<file path="src/file_io_config.svh">
`ifndef FILE_IO_CONFIG_SVH
`define FILE_IO_CONFIG_SVH

// ************************************************************
// bank geometry
// ************************************************************

`define FIO_NUM_BANKS    2      // banks dumped in order 0..N-1

// bank 0, 32-bit words
`define FIO_NIBBLES0     8
`define FIO_DEPTH0       16

// bank 1, 8-bit words
`define FIO_NIBBLES1     2
`define FIO_DEPTH1       8

`define FIO_ADDR_W       4      // covers the deepest bank
`define FIO_MAX_NIBBLES  8      // widest bank

`endif

</file>
<file path="src/file_io_pkg.sv">
`default_nettype none

`include "file_io_config.svh"

package file_io_pkg;

  typedef logic [$clog2(`FIO_NUM_BANKS)-1:0]   bank_t;
  typedef logic [`FIO_ADDR_W-1:0]              addr_t;
  typedef logic [4*`FIO_MAX_NIBBLES-1:0]       word_t;    // narrow banks use low bits
  typedef logic [$clog2(`FIO_MAX_NIBBLES)-1:0] nib_idx_t;
  typedef logic [7:0]                          char_t;

  // framing characters of the text file
  localparam char_t CH_SOH = 8'h01;
  localparam char_t CH_SOT = 8'h02;
  localparam char_t CH_EOT = 8'h03;
  localparam char_t CH_EOF = 8'h04;
  localparam char_t CH_LF  = 8'h0a;
  localparam char_t CH_CR  = 8'h0d;

  // row position codes above the nibble range
  localparam logic [3:0] ROW_CR  = 4'h8;
  localparam logic [3:0] ROW_LF  = 4'h9;
  localparam logic [3:0] ROW_EOF = 4'ha;   // row after the last LF

  // index of the most significant nibble of a bank's word
  function automatic nib_idx_t last_nib(input bank_t bank);
    return (bank == bank_t'(1)) ? nib_idx_t'(`FIO_NIBBLES1 - 1)
                                : nib_idx_t'(`FIO_NIBBLES0 - 1);
  endfunction

endpackage

`default_nettype wire

</file>
<file path="src/dump_formatter.sv">
`timescale 1ns/1ps
`default_nettype none

module dump_formatter (
  input  wire file_io_pkg::bank_t  bank_i,
  input  wire [8:0]                byte_cnt_i,
  input  wire [3:0]                row_pos_i,
  input  wire file_io_pkg::word_t  rd_word_i,
  output file_io_pkg::char_t       tx_byte_o
);

  file_io_pkg::nib_idx_t top_nib;   // msn of this bank's word
  file_io_pkg::nib_idx_t nib_sel;
  logic [3:0]            nib_val;

  // upper case hex only
  function automatic file_io_pkg::char_t hex_char(input logic [3:0] val);
    if (val < 4'd10)
      return {4'h3, val};
    else
      return 8'h37 + {4'h0, val};   // 10 -> 'A'
  endfunction

  // row position counts from the most significant nibble down
  assign top_nib = file_io_pkg::last_nib(bank_i);
  assign nib_sel = top_nib - row_pos_i[2:0];
  assign nib_val = rd_word_i[{nib_sel, 2'b00} +: 4];

  // ************************************************************
  // character select
  // ************************************************************
  always_comb
  begin
    if (byte_cnt_i < 9'd4)
    begin
      case (byte_cnt_i[1:0])            // header
        2'd0:    tx_byte_o = file_io_pkg::CH_SOH;
        2'd1:    tx_byte_o = hex_char(4'(bank_i));   // file name is the bank digit
        2'd2:    tx_byte_o = file_io_pkg::CH_EOT;
        default: tx_byte_o = file_io_pkg::CH_SOT;
      endcase
    end
    else if (row_pos_i == file_io_pkg::ROW_EOF)
      tx_byte_o = file_io_pkg::CH_EOF;
    else if (row_pos_i == file_io_pkg::ROW_CR)
      tx_byte_o = file_io_pkg::CH_CR;
    else if (row_pos_i == file_io_pkg::ROW_LF)
      tx_byte_o = file_io_pkg::CH_LF;
    else
      tx_byte_o = hex_char(nib_val);    // row content
  end

endmodule

`default_nettype wire

</file>
<file path="src/file_io_ctrl.sv">
`timescale 1ns/1ps
`default_nettype none

`include "file_io_config.svh"

module file_io_ctrl (
  input  wire                      clk_sys,
  input  wire                      rst_clk,
  input  wire                      load_req_i,
  input  wire                      dump_req_i,
  input  wire file_io_pkg::bank_t  load_bank_i,
  input  wire file_io_pkg::char_t  rx_byte_i,
  input  wire                      rx_valid_i,
  input  wire                      digit_ok_i,
  input  wire                      tx_full_i,
  output logic                     shift_en_o,
  output logic                     wr_en_o,
  output logic                     tx_we_o,
  output logic                     busy_o,
  output file_io_pkg::nib_idx_t    nib_idx_o,
  output file_io_pkg::bank_t       bank_o,
  output file_io_pkg::addr_t       addr_o,
  output logic [8:0]               byte_cnt_o,
  output logic [3:0]               row_pos_o
);

  localparam logic [1:0] ST_IDLE     = 2'd0;
  localparam logic [1:0] ST_WAIT_SOT = 2'd1;   // skip text up to SOT
  localparam logic [1:0] ST_LOAD     = 2'd2;
  localparam logic [1:0] ST_DUMP     = 2'd3;

  logic [1:0]            state_q;
  logic                  digit_take;   // hex digit accepted this cycle
  file_io_pkg::nib_idx_t nib_last;
  file_io_pkg::addr_t    addr_last;

  assign nib_last  = file_io_pkg::last_nib(bank_o);
  assign addr_last = (bank_o == file_io_pkg::bank_t'(1)) ?
                     file_io_pkg::addr_t'(`FIO_DEPTH1 - 1) :
                     file_io_pkg::addr_t'(`FIO_DEPTH0 - 1);

  assign digit_take = (state_q == ST_LOAD) && rx_valid_i && digit_ok_i;
  assign shift_en_o = digit_take;
  assign wr_en_o    = digit_take && (nib_idx_o == '0);   // last nibble completes the word
  assign tx_we_o    = (state_q == ST_DUMP) && !tx_full_i;
  assign busy_o     = (state_q != ST_IDLE);

  // ************************************************************
  // state and counters
  // ************************************************************
  always_ff @(posedge clk_sys)
  begin
    if (rst_clk)
    begin
      state_q    <= ST_IDLE;
      bank_o     <= '0;
      addr_o     <= '0;
      nib_idx_o  <= '0;
      byte_cnt_o <= '0;
      row_pos_o  <= '0;
    end
    else
    begin
      case (state_q)
        ST_IDLE:
        begin
          if (dump_req_i)                // dump wins over load
          begin
            state_q    <= ST_DUMP;
            bank_o     <= '0;
            addr_o     <= '0;           // read of row 0 overlaps the header
            byte_cnt_o <= '0;
            row_pos_o  <= '0;
          end
          else if (load_req_i)
          begin
            state_q <= ST_WAIT_SOT;
            bank_o  <= load_bank_i;
          end
        end
        ST_WAIT_SOT:
        begin
          if (rx_valid_i && (rx_byte_i == file_io_pkg::CH_SOT))
          begin
            state_q   <= ST_LOAD;
            addr_o    <= '0;
            nib_idx_o <= nib_last;      // msn arrives first
          end
        end
        ST_LOAD:
        begin
          if (digit_take)
          begin
            if (nib_idx_o == '0)
            begin
              nib_idx_o <= nib_last;
              if (addr_o == addr_last)   // bank full, load done
              begin
                state_q <= ST_IDLE;
                addr_o  <= '0;
              end
              else
                addr_o <= addr_o + 1'b1;
            end
            else
              nib_idx_o <= nib_idx_o - 1'b1;
          end
        end
        ST_DUMP:
        begin
          if (tx_we_o)                   // everything holds under back-pressure
          begin
            if (row_pos_o == file_io_pkg::ROW_EOF)
            begin
              byte_cnt_o <= '0;
              row_pos_o  <= '0;
              if (bank_o == file_io_pkg::bank_t'(`FIO_NUM_BANKS - 1))
                state_q <= ST_IDLE;
              else
                bank_o <= bank_o + 1'b1;
            end
            else
            begin
              byte_cnt_o <= byte_cnt_o + 1'b1;
              if (byte_cnt_o >= 9'd4)    // header bytes leave row_pos at 0
              begin
                if (row_pos_o == file_io_pkg::ROW_CR)
                begin
                  row_pos_o <= file_io_pkg::ROW_LF;
                  // next address during CR, ram needs a cycle
                  addr_o    <= (addr_o == addr_last) ? '0 : addr_o + 1'b1;
                end
                else if (row_pos_o == file_io_pkg::ROW_LF)
                  // wrapped address marks the last row
                  row_pos_o <= (addr_o == '0) ? file_io_pkg::ROW_EOF : 4'h0;
                else if (row_pos_o[2:0] == nib_last)
                  row_pos_o <= file_io_pkg::ROW_CR;
                else
                  row_pos_o <= row_pos_o + 1'b1;
              end
            end
          end
        end
        default: state_q <= ST_IDLE;
      endcase
    end
  end

endmodule

`default_nettype wire

</file>
<file path="src/file_io_top.sv">
`timescale 1ns/1ps
`default_nettype none

module file_io_top (
  input  wire                      clk_sys,
  input  wire                      rst_clk,
  input  wire                      load_req_i,    // load pulse, bank on load_bank_i
  input  wire file_io_pkg::bank_t  load_bank_i,
  input  wire                      dump_req_i,    // dump all banks
  input  wire file_io_pkg::char_t  rx_byte_i,
  input  wire                      rx_valid_i,
  input  wire                      tx_full_i,
  output file_io_pkg::char_t       tx_byte_o,
  output logic                     tx_we_o,
  output logic                     busy_o
);

  logic                  digit_ok;
  logic                  shift_en;
  logic                  wr_en;
  file_io_pkg::nib_idx_t nib_idx;
  file_io_pkg::bank_t    bank;
  file_io_pkg::addr_t    addr;
  logic [8:0]            byte_cnt;
  logic [3:0]            row_pos;
  file_io_pkg::word_t    wr_word;   // assembled word, combinational
  file_io_pkg::word_t    rd_word;   // one cycle after addr

  file_io_ctrl ctrl_i (
    .clk_sys     (clk_sys),
    .rst_clk     (rst_clk),
    .load_req_i  (load_req_i),
    .dump_req_i  (dump_req_i),
    .load_bank_i (load_bank_i),
    .rx_byte_i   (rx_byte_i),
    .rx_valid_i  (rx_valid_i),
    .digit_ok_i  (digit_ok),
    .tx_full_i   (tx_full_i),
    .shift_en_o  (shift_en),
    .wr_en_o     (wr_en),
    .tx_we_o     (tx_we_o),
    .busy_o      (busy_o),
    .nib_idx_o   (nib_idx),
    .bank_o      (bank),
    .addr_o      (addr),
    .byte_cnt_o  (byte_cnt),
    .row_pos_o   (row_pos)
  );

  nibble_assembler nib_asm_i (
    .clk_sys    (clk_sys),
    .rst_clk    (rst_clk),
    .rx_byte_i  (rx_byte_i),
    .shift_en_i (shift_en),
    .nib_idx_i  (nib_idx),
    .digit_ok_o (digit_ok),
    .word_o     (wr_word)
  );

  mem_banks mem_i (
    .clk_sys   (clk_sys),
    .bank_i    (bank),
    .addr_i    (addr),
    .wr_en_i   (wr_en),
    .wr_word_i (wr_word),
    .rd_word_o (rd_word)
  );

  dump_formatter fmt_i (
    .bank_i     (bank),
    .byte_cnt_i (byte_cnt),
    .row_pos_i  (row_pos),
    .rd_word_i  (rd_word),
    .tx_byte_o  (tx_byte_o)
  );

endmodule

`default_nettype wire

</file>
<file path="src/mem_banks.sv">
`timescale 1ns/1ps
`default_nettype none

`include "file_io_config.svh"

module mem_banks (
  input  wire                      clk_sys,
  input  wire file_io_pkg::bank_t  bank_i,
  input  wire file_io_pkg::addr_t  addr_i,
  input  wire                      wr_en_i,
  input  wire file_io_pkg::word_t  wr_word_i,
  output file_io_pkg::word_t       rd_word_o
);

  localparam int W0   = 4 * `FIO_NIBBLES0;
  localparam int W1   = 4 * `FIO_NIBBLES1;
  localparam int A1_W = $clog2(`FIO_DEPTH1);   // bank 1 is shallower

  logic [W0-1:0]      ram0 [`FIO_DEPTH0];
  logic [W1-1:0]      ram1 [`FIO_DEPTH1];
  logic [W0-1:0]      rd0_q;
  logic [W1-1:0]      rd1_q;
  file_io_pkg::bank_t bank_q;   // bank of the data in the read registers

  // bank 0, 32-bit words
  always_ff @(posedge clk_sys)
  begin
    if (wr_en_i && (bank_i == file_io_pkg::bank_t'(0)))
      ram0[addr_i] <= wr_word_i[W0-1:0];
    rd0_q <= ram0[addr_i];
  end

  // bank 1, 8-bit words
  always_ff @(posedge clk_sys)
  begin
    if (wr_en_i && (bank_i == file_io_pkg::bank_t'(1)))
      ram1[addr_i[A1_W-1:0]] <= wr_word_i[W1-1:0];
    rd1_q <= ram1[addr_i[A1_W-1:0]];
  end

  always_ff @(posedge clk_sys)
  begin
    bank_q <= bank_i;
  end

  // read mux after the registers, narrow bank zero extended
  assign rd_word_o = (bank_q == file_io_pkg::bank_t'(1)) ? file_io_pkg::word_t'(rd1_q)
                                                         : file_io_pkg::word_t'(rd0_q);

endmodule

`default_nettype wire

</file>
<file path="src/nibble_assembler.sv">
`timescale 1ns/1ps
`default_nettype none

module nibble_assembler (
  input  wire                         clk_sys,
  input  wire                         rst_clk,
  input  wire file_io_pkg::char_t     rx_byte_i,
  input  wire                         shift_en_i,
  input  wire file_io_pkg::nib_idx_t  nib_idx_i,
  output logic                        digit_ok_o,
  output file_io_pkg::word_t          word_o
);

  logic [3:0]         nib_val;   // decoded digit
  file_io_pkg::word_t word_q;    // nibbles collected so far

  // hex decode in either case
  always_comb
  begin
    digit_ok_o = 1'b1;
    nib_val    = 4'h0;
    if ((rx_byte_i >= 8'h30) && (rx_byte_i <= 8'h39))       // '0'..'9'
      nib_val = rx_byte_i[3:0];
    else if (((rx_byte_i >= 8'h41) && (rx_byte_i <= 8'h46)) ||   // A-F
             ((rx_byte_i >= 8'h61) && (rx_byte_i <= 8'h66)))     // a-f
      nib_val = rx_byte_i[3:0] + 4'd9;                      // 1..6 -> 10..15
    else
      digit_ok_o = 1'b0;                                    // separator or garbage
  end

  // current digit merged in so the ram sees the full word on the last nibble
  always_comb
  begin
    word_o = word_q;
    if (shift_en_i)
      word_o[{nib_idx_i, 2'b00} +: 4] = nib_val;
  end

  always_ff @(posedge clk_sys)
  begin
    if (rst_clk)
      word_q <= '0;
    else if (shift_en_i)
      word_q <= word_o;
  end

endmodule

`default_nettype wire

</file>
<file path="config.mk">
export PLATFORM = sky130hd
export DESIGN_NAME = file_io_top
export DESIGN_NICKNAME = d
export VERILOG_FILES = /design/src/file_io_pkg.sv /design/src/dump_formatter.sv /design/src/file_io_ctrl.sv /design/src/file_io_top.sv /design/src/mem_banks.sv /design/src/nibble_assembler.sv
export VERILOG_INCLUDE_DIRS = /design/src
export SDC_FILE = /design/constraint.sdc
export NUM_CORES = 1
export LEC_CHECK = 0
export BUFFER_PORTS_ARGS = -buffer_cell sky130_fd_sc_hd__buf_2
export CAP_MARGIN = 0
export CORE_AREA = 8 8 250 252
export DETAILED_ROUTE_END_ITERATION = 7
export DIE_AREA = 0 0 258 260
export GPL_TIMING_DRIVEN = 1
export HOLD_SLACK_MARGIN = 0.08
export PLACE_DENSITY_LB_ADDON = 0.15
export SYNTH_ARGS = -nofsm -noshare
export SYNTH_HDL_FRONTEND = slang
export SYNTH_SLANG_ARGS = --single-unit
export TNS_END_PERCENT = 5
</file>
<file path="constraint.sdc">
create_clock -name clk_sys -period 6.95 [get_ports clk_sys]
set_input_delay 0.3475 -clock clk_sys [delete_from_list [all_inputs] [get_ports clk_sys]]
set_output_delay 0.3475 -clock clk_sys [all_outputs]
set_load 0.05 [all_outputs]
</file>
==> out/results.ini <==
[critical_path]
required_ns=6.60
arrival_ns=4.14
rr_startpoint=ctrl_i.state_q[1]
r2r_cells=6
path_delay_family=compound AO/OA/AOI/OAI gates
cp_slowest_cell=dfxtp_1
start_kind=flop
critical_path_class=flop to output port
crit_top_cell=ha_1
crit_path_end_kind=output port
cp_cell_sequence=ha_1, mux4_2, a211oi_1, ha_1, a2111oi_0, a31oi_1, o21ai_1, buf_2
max_stage_delay_ns=0.73
rrSetupSlack_ns=3.09
critPathBufInv=1
crit_fanout=14
r2r-end=mem_i.ram0[1][5]

[timing]
report.final.slew_viol_count=0
worst_pin_slew_ns=1.33
period_share=0.646
setup_tns_ns=0
setup_violations=0
fmaxAchievable_mhz=223
relSlewSlack=0.108
fin_worst_skew_ns=0.0206
layout_min_cycle_time_ns=4.49
rsz0062_at_grt=no
hold_violations=0

[synthesis]
synth_ff_type=edfxtp_1
ys_seq_area_frac=0.740
netlist_instances=1727
synth_edf_count=576
yosysTopAreaCell=edfxtp_1
syn-cell-area_um2=26000
synth_warnings=0
synth_area_leaders=edfxtp_1, dfxtp_1, a22oi_1
synth_nets=1763
ys_ff_latch=672
syn_avg_cell_area_um2=15.0
ys_async_sr_fraction=0
synth.distinct_cells=68
synth_top_cell_area_share=0.666
yosysMostFrequentCell=edfxtp_1
synth_common_cells=edfxtp_1, a21oi_1, nand2_1, a22oi_1, dfxtp_1

[clock_tree]
cts_hold_buffers=0
insertion_delay_ns=0.60
cts_num_sinks=672
cts_resized=0
clk_pin_slew_worst_paths_ns=0.06
cts_tree=yes
clockBufferDepth=3
post_cts_buffers=0
htreeDepth=3
cts-root-buf=clkbuf_16
cts_made_buffers=71

[placed_design]
gp_congestion=0.809
hpwl_um=40900
io_buffers=23

[global_route]
grt_overflow=0
antenna_found_initial=1
grt_max_degree=86
first_global_vias=15100
grt_pass1_wl_um=102000
grt.total_usage=0.206

[job]
drv_cap=0

[power_and_ir_drop]
p_sw_w=0.00220
combPwrFrac=0.099
leakage_nw=10.3
p_sw_frac=0.245
ir_drop_uv=196
p_int_w=0.00677
power_w=0.00897
p_clk_frac=0.399
p_seq_frac=0.502
p_per_area_nw_per_um2=305

[layout]
final_nets=1804
diodes=0
drive_above_1_share=0.137
syn2layout_area_growth_pct=13.3

[floorplanning]
dieHeight_um=260
die_w_um=258
io_pins=25
coreArea_um2=58500
rows=89
initial_utilization=0.444
die-area_um2=67100

[route]
wl_per_cell_um=26.9
routed_wl_um=69900
wl_met1_um=29100
viasPerCell=5.91
drt_iter0_drc=1370
drc_errors=0
top_layer=met5
wl_met2_um=35000
drtPass1Iterations=5
num_vias=15300
final_antenna_net_count=0
routed-wl-met3_um=3460

[worst_hold_path]
hp-start=load_bank_i
whs_endpoint=ctrl_i.bank_o
hold_class=input port to flop
whs_path_depth=5

[status]
status=finished, final reports clean

-- final cells by class --
cell class,count,area (um2)
Fill cell,4913,29000
Sequential cell,672,19200
Multi-Input combinational cell,930,6450
Clock buffer,101,2010
Tap cell,773,967
Timing Repair Buffer,74,510
Clock inverter,28,178
Inverter,19,71.3
-- metrics by stage --
step / hold slack, ns / cells / util / instance area (um2) / worst slack, ns
global placement: 0.448 / 2468 / 0.466 / 27200 / 2.52
global route: 0.190 / 2597 / 0.503 / 29400 / 2.29
CTS: 0.129 / 2597 / 0.503 / 29400 / 2.47
finish: 0.157 / 2597 / 0.503 / 29400 / 2.46
detailed placement: 0.453 / 2468 / 0.466 / 27200 / 2.41
floorplan: 0.379 / 1727 / - / 26000 / 2.34
-- worst min-delay path, stage by stage --
cell	delay [ns]
buf_2	0.07
inv_1	0.02
o21ai_0	0.12
mux2i_1	0.07
nor2_1	0.08
-- placed cells by master (no fill, tap or decap), drive strengths merged, types with 21 or more instances in the layout --
master	synthesis	final
edfxtp	576	576
a21oi	142	142
nand2	132	132
a22oi	103	103
clkbuf	77	101
dfxtp	96	96
nor2	91	91
buf	29	74
o21ai	67	67
mux2i	56	56
nand3	34	34
mux4	28	28
clkinv	0	25
a211oi	24	24
ha	21	21
inv	19	21
-- worst max-delay path by stage --
stage                        from                to  slack, ns  cells past startpoint
floorplan            rx_byte_i[0]  mem_i.ram0[3][0]       2.34                      8
global placement     rx_byte_i[0]  mem_i.ram0[1][7]       2.52                     10
detailed placement   rx_byte_i[0]  mem_i.ram0[1][7]       2.41                     10
CTS                 ctrl_i.bank_o      tx_byte_o[0]       2.47                      7
global route        ctrl_i.bank_o      tx_byte_o[2]       2.29                      8
finish              ctrl_i.bank_o      tx_byte_o[2]       2.46                      8
-- power groups by stage --
stage                     logic [W]  clock network [W]  registers [W]
after floorplan            0.000581                  0        0.00452
after global placement     0.000875                  0        0.00458
after detailed placement   0.000883                  0        0.00458
after CTS                  0.000888            0.00364        0.00450
after global routing       0.000942            0.00379        0.00451
final                      0.000890            0.00358        0.00450
-- flip-flops by register name, summed over array words and instances (netlist names) --
signal	cells
nib_asm_i.word_q	32
mem_i.ram1	64
mem_i.rd0_q	32
mem_i.bank_q	1
ctrl_i.byte_cnt_o	9
ctrl_i.bank_o	1
ctrl_i.state_q	2
mem_i.rd1_q	8
ctrl_i.addr_o	4
mem_i.ram0	512
ctrl_i.nib_idx_o	3
ctrl_i.row_pos_o	4
-- per-layer routing --
metal,vias up,track usage
li1,6847,-
met5,-,0
met3,123,0.0299
met1,7899,0.267
met2,465,0.352
met4,2,0.0758
-- kinds of logic after synthesis --
logic type      Yosys count  share of synthesized area
compound gates          433                      0.109
xor+xnor                 12                    0.00516
fa+ha+maj                21                     0.0101
buf+inv                 125                     0.0186
flops                   672                      0.740
mux                      94                     0.0502
other cells               1                   0.000144
simple gates            369                     0.0665
(Power assumes the default switching activity.)
